## src/verilog/tagctrl_params.svh

```systemverilog
`ifndef TAGCTRL_PARAMS_SVH
`define TAGCTRL_PARAMS_SVH

// Bus widths
`define TAGCTRL_ADDR_W 32
`define TAGCTRL_DATA_W 64

// One tag bit guards one capability-sized granule
`define TAGCTRL_CAP_SIZE 128

// Tagged DRAM window
`define TAGCTRL_DRAM_BASE 32'h8000_0000
`define TAGCTRL_DRAM_LEN 4096

// Number of tag bits and the index width to address them
`define TAGCTRL_NUM_TAGS (`TAGCTRL_DRAM_LEN / (`TAGCTRL_CAP_SIZE / 8))
`define TAGCTRL_TAG_IDX_W 8

// Descriptor and read data buffering, also the in-flight limit
`define TAGCTRL_OUTSTANDING 4

`endif

```

## src/verilog/tagctrl_pkg.sv

```systemverilog
`include "tagctrl_params.svh"

package tagctrl_pkg;

  // Request from the CPU port
  typedef struct packed {
    logic [`TAGCTRL_ADDR_W-1:0] addr;
    logic                       write;
    logic [`TAGCTRL_DATA_W-1:0] wdata;
    logic                       tag;
  } tagctrl_req_t;

  // Descriptor that follows a request down the pipeline
  typedef struct packed {
    logic [`TAGCTRL_ADDR_W-1:0]    addr;
    logic                          write;
    logic [`TAGCTRL_DATA_W-1:0]    wdata;
    logic                          tag;         // tag bit sent with a write
    logic [`TAGCTRL_TAG_IDX_W-1:0] tag_idx;
    logic                          err;         // address outside the DRAM window
    logic                          stored_tag;  // tag bit read from the store
  } tagctrl_desc_t;

  // Word-addressed request toward memory
  typedef struct packed {
    logic [`TAGCTRL_ADDR_W-$clog2(`TAGCTRL_DATA_W/8)-1:0] word_addr;
    logic                                                 write;
    logic [`TAGCTRL_DATA_W-1:0]                           wdata;
  } tagctrl_mem_req_t;

  // Read data from memory
  typedef struct packed {
    logic [`TAGCTRL_DATA_W-1:0] rdata;
  } tagctrl_mem_rsp_t;

  // Response to the CPU port
  typedef struct packed {
    logic [`TAGCTRL_DATA_W-1:0] rdata;
    logic                       tag;
    logic                       write;
    logic                       err;
  } tagctrl_rsp_t;

endpackage

```

## src/verilog/tagctrl_decode.sv

```systemverilog
`timescale 1ns/1ps
`include "tagctrl_params.svh"

module tagctrl_decode (
  input  logic                      clk_i,
  input  logic                      reset_i,
  input  logic                      req_valid_i,
  input  tagctrl_pkg::tagctrl_req_t req_i,
  output logic                      req_ready_o,
  output logic                      desc_valid_o,
  output tagctrl_pkg::tagctrl_desc_t desc_o,
  input  logic                      desc_ready_i
);
  localparam int unsigned AddrW        = `TAGCTRL_ADDR_W;
  localparam int unsigned TagIdxW      = `TAGCTRL_TAG_IDX_W;
  localparam int unsigned GranuleBytes = `TAGCTRL_CAP_SIZE / 8;
  localparam logic [AddrW-1:0] RegionBase = `TAGCTRL_DRAM_BASE;
  localparam logic [AddrW-1:0] RegionLen  = AddrW'(`TAGCTRL_DRAM_LEN);

  tagctrl_pkg::tagctrl_desc_t desc_d, desc_q;
  logic                       valid_q;
  logic [AddrW-1:0]           offset;
  logic                       in_region;

  always_comb begin
    // Below the base the subtraction wraps and fails the length check
    offset    = req_i.addr - RegionBase;
    in_region = (offset < RegionLen);

    desc_d       = '0;
    desc_d.addr  = req_i.addr;
    desc_d.write = req_i.write;
    desc_d.wdata = req_i.wdata;
    desc_d.tag   = req_i.tag;
    desc_d.err   = !in_region;
    if (in_region) begin
      desc_d.tag_idx = TagIdxW'(offset / GranuleBytes);
    end
  end

  // Stage is free when empty or when its content leaves
  assign req_ready_o = !valid_q || desc_ready_i;

  always_ff @(posedge clk_i) begin
    if (reset_i) begin
      valid_q <= 1'b0;
    end else if (req_ready_o) begin
      valid_q <= req_valid_i;
    end
  end

  always_ff @(posedge clk_i) begin
    if (req_valid_i && req_ready_o) begin
      desc_q <= desc_d;
    end
  end

  assign desc_valid_o = valid_q;
  assign desc_o       = desc_q;

endmodule

```

## src/verilog/tagctrl_mem_issue.sv

```systemverilog
`timescale 1ns/1ps
`include "tagctrl_params.svh"

module tagctrl_mem_issue (
  input  logic                          desc_valid_i,
  input  tagctrl_pkg::tagctrl_desc_t    desc_i,
  output logic                          desc_ready_o,
  output logic                          mem_req_valid_o,
  output tagctrl_pkg::tagctrl_mem_req_t mem_req_o,
  input  logic                          mem_req_ready_i,
  output logic                          fifo_valid_o,
  output tagctrl_pkg::tagctrl_desc_t    fifo_desc_o,
  input  logic                          fifo_ready_i
);
  localparam int unsigned AddrW    = `TAGCTRL_ADDR_W;
  localparam int unsigned WordOffW = $clog2(`TAGCTRL_DATA_W / 8);

  logic needs_mem;
  logic mem_ok;

  // Out-of-region requests skip memory entirely
  assign needs_mem = !desc_i.err;
  assign mem_ok    = !needs_mem || mem_req_ready_i;

  // Memory only sees a request once its descriptor has a slot
  assign mem_req_valid_o = desc_valid_i && needs_mem && fifo_ready_i;

  // Descriptor is queued together with the memory handshake
  assign fifo_valid_o = desc_valid_i && mem_ok;
  assign desc_ready_o = fifo_ready_i && mem_ok;

  always_comb begin
    mem_req_o           = '0;
    mem_req_o.word_addr = desc_i.addr[AddrW-1:WordOffW];
    mem_req_o.write     = desc_i.write;
    mem_req_o.wdata     = desc_i.wdata;
  end

  assign fifo_desc_o = desc_i;

endmodule

```

## src/verilog/tagctrl_resp_merge.sv

```systemverilog
`timescale 1ns/1ps

module tagctrl_resp_merge (
  input  logic                          desc_valid_i,
  input  tagctrl_pkg::tagctrl_desc_t    desc_i,
  output logic                          desc_ready_o,
  input  logic                          mem_valid_i,
  input  tagctrl_pkg::tagctrl_mem_rsp_t mem_i,
  output logic                          mem_ready_o,
  output logic                          rsp_valid_o,
  output tagctrl_pkg::tagctrl_rsp_t     rsp_o,
  input  logic                          rsp_ready_i
);
  logic is_read;
  logic done;

  // Only in-region reads wait for memory data
  assign is_read = !desc_i.write && !desc_i.err;

  assign rsp_valid_o = desc_valid_i && (!is_read || mem_valid_i);
  assign done        = rsp_valid_o && rsp_ready_i;

  // Both heads retire in the same cycle for a read
  assign desc_ready_o = done;
  assign mem_ready_o  = done && is_read;

  always_comb begin
    rsp_o       = '0;
    rsp_o.write = desc_i.write;
    rsp_o.err   = desc_i.err;
    if (is_read) begin
      rsp_o.rdata = mem_i.rdata;
      rsp_o.tag   = desc_i.stored_tag;
    end
  end

endmodule

```

## src/verilog/tagctrl_stream_fifo.sv

```systemverilog
`timescale 1ns/1ps
`include "tagctrl_params.svh"

module tagctrl_stream_fifo #(
  parameter type         payload_t = logic,
  parameter int unsigned Depth     = `TAGCTRL_OUTSTANDING
) (
  input  logic     clk_i,
  input  logic     reset_i,
  input  logic     valid_i,
  output logic     ready_o,
  input  payload_t data_i,
  output logic     valid_o,
  input  logic     ready_i,
  output payload_t data_o
);
  localparam int unsigned PtrW = (Depth > 1) ? $clog2(Depth) : 1;
  localparam int unsigned CntW = $clog2(Depth + 1);

  payload_t            mem_q [Depth];
  logic [PtrW-1:0]     wr_ptr_q, rd_ptr_q;
  logic [CntW-1:0]     count_q;
  logic                empty, push, pop;

  assign empty   = (count_q == '0);
  assign ready_o = (count_q != CntW'(Depth));

  // Empty buffer hands the input straight through
  assign valid_o = !empty || valid_i;
  assign data_o  = empty ? data_i : mem_q[rd_ptr_q];

  // Store only what is not consumed in the same cycle
  assign push = valid_i && ready_o && !(empty && ready_i);
  assign pop  = !empty && ready_i;

  always_ff @(posedge clk_i) begin
    if (reset_i) begin
      wr_ptr_q <= '0;
      rd_ptr_q <= '0;
      count_q  <= '0;
    end else begin
      if (push) begin
        wr_ptr_q <= (wr_ptr_q == PtrW'(Depth - 1)) ? '0 : wr_ptr_q + 1'b1;
      end
      if (pop) begin
        rd_ptr_q <= (rd_ptr_q == PtrW'(Depth - 1)) ? '0 : rd_ptr_q + 1'b1;
      end
      if (push && !pop) begin
        count_q <= count_q + 1'b1;
      end else if (pop && !push) begin
        count_q <= count_q - 1'b1;
      end
    end
  end

  always_ff @(posedge clk_i) begin
    if (push) begin
      mem_q[wr_ptr_q] <= data_i;
    end
  end

endmodule

```

## src/verilog/tagctrl_tag_store.sv

```systemverilog
`timescale 1ns/1ps
`include "tagctrl_params.svh"

module tagctrl_tag_store (
  input  logic                       clk_i,
  input  logic                       reset_i,
  input  logic                       desc_valid_i,
  input  tagctrl_pkg::tagctrl_desc_t desc_i,
  output logic                       desc_ready_o,
  output logic                       desc_valid_o,
  output tagctrl_pkg::tagctrl_desc_t desc_o,
  input  logic                       desc_ready_i
);
  localparam int unsigned NumTags = `TAGCTRL_NUM_TAGS;

  logic [NumTags-1:0]         tags_q;
  tagctrl_pkg::tagctrl_desc_t desc_q;
  logic                       valid_q;
  logic                       accept;
  logic                       is_read, is_write;

  assign desc_ready_o = !valid_q || desc_ready_i;
  assign accept       = desc_valid_i && desc_ready_o;

  // Error descriptors never touch the array
  assign is_read  = !desc_i.err && !desc_i.write;
  assign is_write = !desc_i.err && desc_i.write;

  always_ff @(posedge clk_i) begin
    if (reset_i) begin
      valid_q <= 1'b0;
      tags_q  <= '0;
    end else begin
      if (desc_ready_o) begin
        valid_q <= desc_valid_i;
      end
      // Update lands on entry so any younger read sees it
      if (accept && is_write) begin
        tags_q[desc_i.tag_idx] <= desc_i.tag;
      end
    end
  end

  always_ff @(posedge clk_i) begin
    if (accept) begin
      desc_q            <= desc_i;
      desc_q.stored_tag <= is_read ? tags_q[desc_i.tag_idx] : 1'b0;
    end
  end

  assign desc_valid_o = valid_q;
  assign desc_o       = desc_q;

endmodule

```

## src/verilog/tagctrl_top.sv

```systemverilog
`timescale 1ns/1ps

module tagctrl_top (
  input  logic                          clk_i,
  input  logic                          reset_i,
  // CPU side
  input  logic                          req_valid_i,
  input  tagctrl_pkg::tagctrl_req_t     req_i,
  output logic                          req_ready_o,
  output logic                          rsp_valid_o,
  output tagctrl_pkg::tagctrl_rsp_t     rsp_o,
  input  logic                          rsp_ready_i,
  // Memory side
  output logic                          mem_req_valid_o,
  output tagctrl_pkg::tagctrl_mem_req_t mem_req_o,
  input  logic                          mem_req_ready_i,
  input  logic                          mem_rsp_valid_i,
  input  tagctrl_pkg::tagctrl_mem_rsp_t mem_rsp_i
);
  // decode to tag store
  tagctrl_pkg::tagctrl_desc_t    dec_desc;
  logic                          dec_valid, dec_ready;

  // tag store to memory issue
  tagctrl_pkg::tagctrl_desc_t    ts_desc;
  logic                          ts_valid, ts_ready;

  // memory issue into the descriptor FIFO
  tagctrl_pkg::tagctrl_desc_t    push_desc;
  logic                          push_valid, push_ready;

  // FIFO heads toward the merge stage
  tagctrl_pkg::tagctrl_desc_t    head_desc;
  logic                          head_desc_valid, head_desc_ready;
  tagctrl_pkg::tagctrl_mem_rsp_t head_rdata;
  logic                          head_rdata_valid, head_rdata_ready;

  tagctrl_decode i_decode (
    .clk_i        (clk_i),
    .reset_i      (reset_i),
    .req_valid_i  (req_valid_i),
    .req_i        (req_i),
    .req_ready_o  (req_ready_o),
    .desc_valid_o (dec_valid),
    .desc_o       (dec_desc),
    .desc_ready_i (dec_ready)
  );

  tagctrl_tag_store i_tag_store (
    .clk_i        (clk_i),
    .reset_i      (reset_i),
    .desc_valid_i (dec_valid),
    .desc_i       (dec_desc),
    .desc_ready_o (dec_ready),
    .desc_valid_o (ts_valid),
    .desc_o       (ts_desc),
    .desc_ready_i (ts_ready)
  );

  tagctrl_mem_issue i_mem_issue (
    .desc_valid_i    (ts_valid),
    .desc_i          (ts_desc),
    .desc_ready_o    (ts_ready),
    .mem_req_valid_o (mem_req_valid_o),
    .mem_req_o       (mem_req_o),
    .mem_req_ready_i (mem_req_ready_i),
    .fifo_valid_o    (push_valid),
    .fifo_desc_o     (push_desc),
    .fifo_ready_i    (push_ready)
  );

  // Bounds the number of requests in flight
  tagctrl_stream_fifo #(
    .payload_t (tagctrl_pkg::tagctrl_desc_t)
  ) i_desc_fifo (
    .clk_i   (clk_i),
    .reset_i (reset_i),
    .valid_i (push_valid),
    .ready_o (push_ready),
    .data_i  (push_desc),
    .valid_o (head_desc_valid),
    .ready_i (head_desc_ready),
    .data_o  (head_desc)
  );

  // Pending reads never exceed the queued descriptors, so this one cannot overflow
  tagctrl_stream_fifo #(
    .payload_t (tagctrl_pkg::tagctrl_mem_rsp_t)
  ) i_rdata_fifo (
    .clk_i   (clk_i),
    .reset_i (reset_i),
    .valid_i (mem_rsp_valid_i),
    .ready_o (),
    .data_i  (mem_rsp_i),
    .valid_o (head_rdata_valid),
    .ready_i (head_rdata_ready),
    .data_o  (head_rdata)
  );

  tagctrl_resp_merge i_resp_merge (
    .desc_valid_i (head_desc_valid),
    .desc_i       (head_desc),
    .desc_ready_o (head_desc_ready),
    .mem_valid_i  (head_rdata_valid),
    .mem_i        (head_rdata),
    .mem_ready_o  (head_rdata_ready),
    .rsp_valid_o  (rsp_valid_o),
    .rsp_o        (rsp_o),
    .rsp_ready_i  (rsp_ready_i)
  );

endmodule

```

## config.mk

```make
export PLATFORM = sky130hd
export DESIGN_NAME = tagctrl_top
export DESIGN_NICKNAME = d
export VERILOG_FILES = /design/src/verilog/tagctrl_pkg.sv /design/src/verilog/tagctrl_decode.sv /design/src/verilog/tagctrl_mem_issue.sv /design/src/verilog/tagctrl_resp_merge.sv /design/src/verilog/tagctrl_stream_fifo.sv /design/src/verilog/tagctrl_tag_store.sv /design/src/verilog/tagctrl_top.sv
export VERILOG_INCLUDE_DIRS = /design/src /design/src/verilog
export SDC_FILE = /design/constraint.sdc
export NUM_CORES = 1
export LEC_CHECK = 0
export BUFFER_PORTS_ARGS = -buffer_cell sky130_fd_sc_hd__buf_2
export CAP_MARGIN = 20
export CELL_PAD_IN_SITES_DETAIL_PLACEMENT = 1
export CELL_PAD_IN_SITES_GLOBAL_PLACEMENT = 2
export CORE_ASPECT_RATIO = 0.5
export CORE_MARGIN = 1
export CORE_UTILIZATION = 40
export CTS_BUF_LIST = sky130_fd_sc_hd__clkbuf_16
export DETAILED_ROUTE_END_ITERATION = 8
export GPL_TIMING_DRIVEN = 0
export HOLD_SLACK_MARGIN = 0.15
export MAX_ROUTING_LAYER = met4
export PLACE_DENSITY = 0.78
export SYNTH_ARGS = -nofsm -noshare
export SYNTH_HDL_FRONTEND = slang
export SYNTH_SLANG_ARGS = --single-unit
```

## constraint.sdc

```tcl
create_clock -name clk_i -period 6.5 [get_ports clk_i]
set_input_delay 0.65 -clock clk_i [delete_from_list [all_inputs] [get_ports clk_i]]
set_output_delay 0.65 -clock clk_i [all_outputs]
set_load 0.02 [all_outputs]
```

==> results.sh <==
export IMPL_fin_setup_tns_ns=0
export IMPL_power_static_leakage_nw=12.4
export IMPL_worst_skew_pair_late_latency_ns=0.65
export IMPL_synth_avg_cell_area_sq_um=12.6
export IMPL_synth_top_cells_by_area="edfxtp_1 (46%), dfxtp_1 (18%), mux4_2 (8.8%)"
export IMPL_clock_fmax_ghz=0.237
export IMPL_cts_hold_buffers=12
export IMPL_relSlewSlack=0.175
export IMPL_area_growth_pct=18.0
export IMPL_first_pass_iters=6
export IMPL_number_of_synthesized_flops_with_an_enable_pin=468
export IMPL_grt_total_usage=0.272
export IMPL_clock_sink_count=744
export IMPL_grt_pass1_vias=22500
export IMPL_grt_pass1_wl_um=150000
export IMPL_final_skew_ns=0.0349
export IMPL_timing_worst_slew_pin_value_ns=1.23
export IMPL_die_area_sq_um=77600
export IMPL_dieWidth_um=393
export IMPL_fin_crit_ns=4.23
export IMPL_floorplan_core_area_sq_um=75400
export IMPL_num_rows=71
export IMPL_rsz0062_at_grt="false"
export IMPL_boundaryPins=332
export IMPL_power_per_cell_area_nw_per_um2=300
export IMPL_post_layout_nonfiller_instances=3937
export IMPL_detailroute_via_count=22300
export IMPL_net_count_of_the_mapped_netlist=2616
export IMPL_worst_ep_arrival_time_ns=4.58
export IMPL_routed_wire_length_per_instance_um=26.2
export IMPL_fin_total_pwr_mw=10.8
export IMPL_dp_slack_ns=2.46
export IMPL_share_of_final_layout_standard_cells_stronger_than_drive_strength_1=0.244
export IMPL_vias_per_cell=5.67
export IMPL_drv_max_cap_violation_count=0
export IMPL_ys_dominant_reg_cell="edfxtp_1"
export IMPL_final_max_slew_violation_count=0
export IMPL_setup_violations=0
export IMPL_post_synth_inst_count=2434
export IMPL_post_cts_resized_instances=0
export IMPL_drtAntennaViolNets=0
export IMPL_cts_reportedPaths_clkPinSlew_ns=0.07
export IMPL_yosys_register_bits=744
export IMPL_post_route_drc_count=0
export IMPL_post_route_period_util=0.650
export IMPL_finalInstanceArea_sq_um=36100
export IMPL_cts_tree="yes"
export IMPL_detailed_place_hpwl_um=68400
export IMPL_clock_tree_htree_level_count=3
export IMPL_gr_total_overflow=0
export IMPL_post_route_worst_setup_slack_ns=2.27
export IMPL_hold_path_class="input port to flip-flop"
export IMPL_fin_hold_ws_ns=0.184
export IMPL_netlist_area_leader_share=0.460
export IMPL_cts_inserted_buffers=71
export IMPL_placement_cell_area_sq_um=33700
export IMPL_wirelength_um=103000
export IMPL_peakVddDrop_v=0.000180
export IMPL_final_util=0.478
export IMPL_floorplan_initialDensity=0.405
export IMPL_most_frequent_cells_in_the_layout="edfxtp_1 (468), buf_2 (360), a21oi_1 (333), dfxtp_1 (276), nand3_1 (269)"
export IMPL_crit_path_start_kind="flip-flop"
export IMPL_ys_warnings_count=0
export IMPL_synth_yosys_seq_area_share=0.640
export IMPL_critPathKind="flip-flop to flip-flop"
export IMPL_post_synth_instance_area_sq_um=30600
export IMPL_layout_commonest_cell="edfxtp_1"
export IMPL_worst_setup_path_end_kind="flip-flop"
export IMPL_drt_iter0_markers=1975
export IMPL_status="complete, no violations"
export IMPL_antenna_found_initial=7
export IMPL_synth_cell_type_count=61
export IMPL_buffers_from_clock_root_to_sink_at_most=3
export IMPL_netlist_top_cell_by_area="edfxtp_1"
export IMPL_worst_endpoint_required_ns=6.85
export IMPL_numPlacedInstances=3792
export IMPL_finalNetCount=3037
export IMPL_ys_async_sr_fraction=0
export IMPL_place_gp_congestion=0.949
export IMPL_die_y_um=198
export IMPL_number_of_buffers_added_on_ports=327
export IMPL_post_cts_repair_setup_buffers=0
export IMPL_final_hold_violation_count=0
export IMPL_highest_fanout_seen_on_the_critical_path=10
export IMPL_grt_start_max_net_pins=68
export IMPL_ctsRootBufferMaster="clkbuf_16"
==> where the power goes <==
group / switching (mW) / internal, mW
clock network: 1.88 / 2.21
registers: 0.0919 / 5.29
logic: 0.907 / 0.425
==> critical path, cell delays in order (launching register included) <==
cell	delay [ns]
edfxtp_1	0.33
buf_2	0.33
buf_2	0.44
buf_2	0.57
buf_2	0.38
mux2i_1	0.23
a211oi_1	0.15
a2111oi_0	0.99
nor4_1	0.10
o41a_1	0.40
==> kinds of logic (layout without fill, tap and decap cells) <==
group,count (synthesis),count (layout),synth area share
AOI/OAI and AO/OA,636,636,0.109
xor gates and xnor gates,4,4,0.00115
adders and majority gates,14,14,0.00622
buffers and inverters,308,786,0.0518
DFF,744,744,0.640
muxes,158,158,0.102
other,0,3,0
and+or+nand+nor,570,570,0.0899
==> cell usage after synthesis, types with 2 or more instances <==
cell type	instances
nor2b_1	9
inv_1	11
nand4_1	2
buf_4	95
a31oi_1	3
o221ai_1	4
clkbuf_1	140
buf_2	32
o21ai_0	261
buf_6	4
mux4_2	120
nor4_1	6
fa_1	2
nor3_1	14
o22ai_1	4
and3_1	4
o311ai_0	2
o21a_1	2
a21oi_1	333
xor2_1	4
ha_1	12
nor2_1	39
nor3b_1	4
o211ai_1	2
a211oi_1	8
nand2b_1	4
mux2_2	7
nor3_2	2
mux4_1	2
nor2_2	4
o41a_1	2
nand2_1	171
or3_1	3
a22o_1	4
nor4_2	3
buf_1	24
mux2i_1	29
a2111oi_0	2
and2_1	28
edfxtp_1	468
dfxtp_1	276
nand3_1	269
==> area by class of cell <==
type                       instances  area, sq um
fill                            8010        39300
sequential                       744        19600
multi-input combinational       1382         9440
timing repair buffer             348         1960
clock buffer                      73         1830
buffer                           296         1540
tap                             1022         1280
clock inverter                    57          403
inverter                          12         45.0
antenna                            3         7.51
==> sequential cells by signal, summed over array words and instances (netlist names), named ones only <==
register / flops
i_rdata_fifo.mem_q: 256
i_tag_store.tags_q: 256
i_decode.desc_o: 104
i_tag_store.desc_o: 96
i_desc_fifo.mem_q: 12
i_desc_fifo.count_q: 3
i_rdata_fifo.count_q: 3
i_desc_fifo.rd_ptr_q: 2
i_desc_fifo.wr_ptr_q: 2
i_rdata_fifo.rd_ptr_q: 2
i_rdata_fifo.wr_ptr_q: 2
i_decode.desc_valid_o: 1
i_tag_store.desc_valid_o: 1
==> path summary, 6_finish.rpt <==
kind	endpoint	start	cells past startpoint	slack (ns)
hold / removal	i_decode.desc_o[30]	req_i[20]	1	0.18
hold reg to reg	i_tag_store.desc_o[85]	i_decode.desc_o[85]	0	0.39
setup reg to reg	i_tag_store.desc_o[0]	i_decode.desc_o[3]	9	2.27
setup / recovery	i_tag_store.desc_o[0]	i_decode.desc_o[3]	9	2.27
==> per-layer routing <==
metal | global-route usage | share of wire | vias to the layer above
met2 | 0.442 | 0.49 | 716
met3 | 0.0500 | 0.061 | 199
met5 | - | 0 | -
met4 | 0.0868 | 0.031 | 0
met1 | 0.346 | 0.42 | 11500
li1 | - | - | 9883
Note: power is estimated with default switching activity, not from simulation.
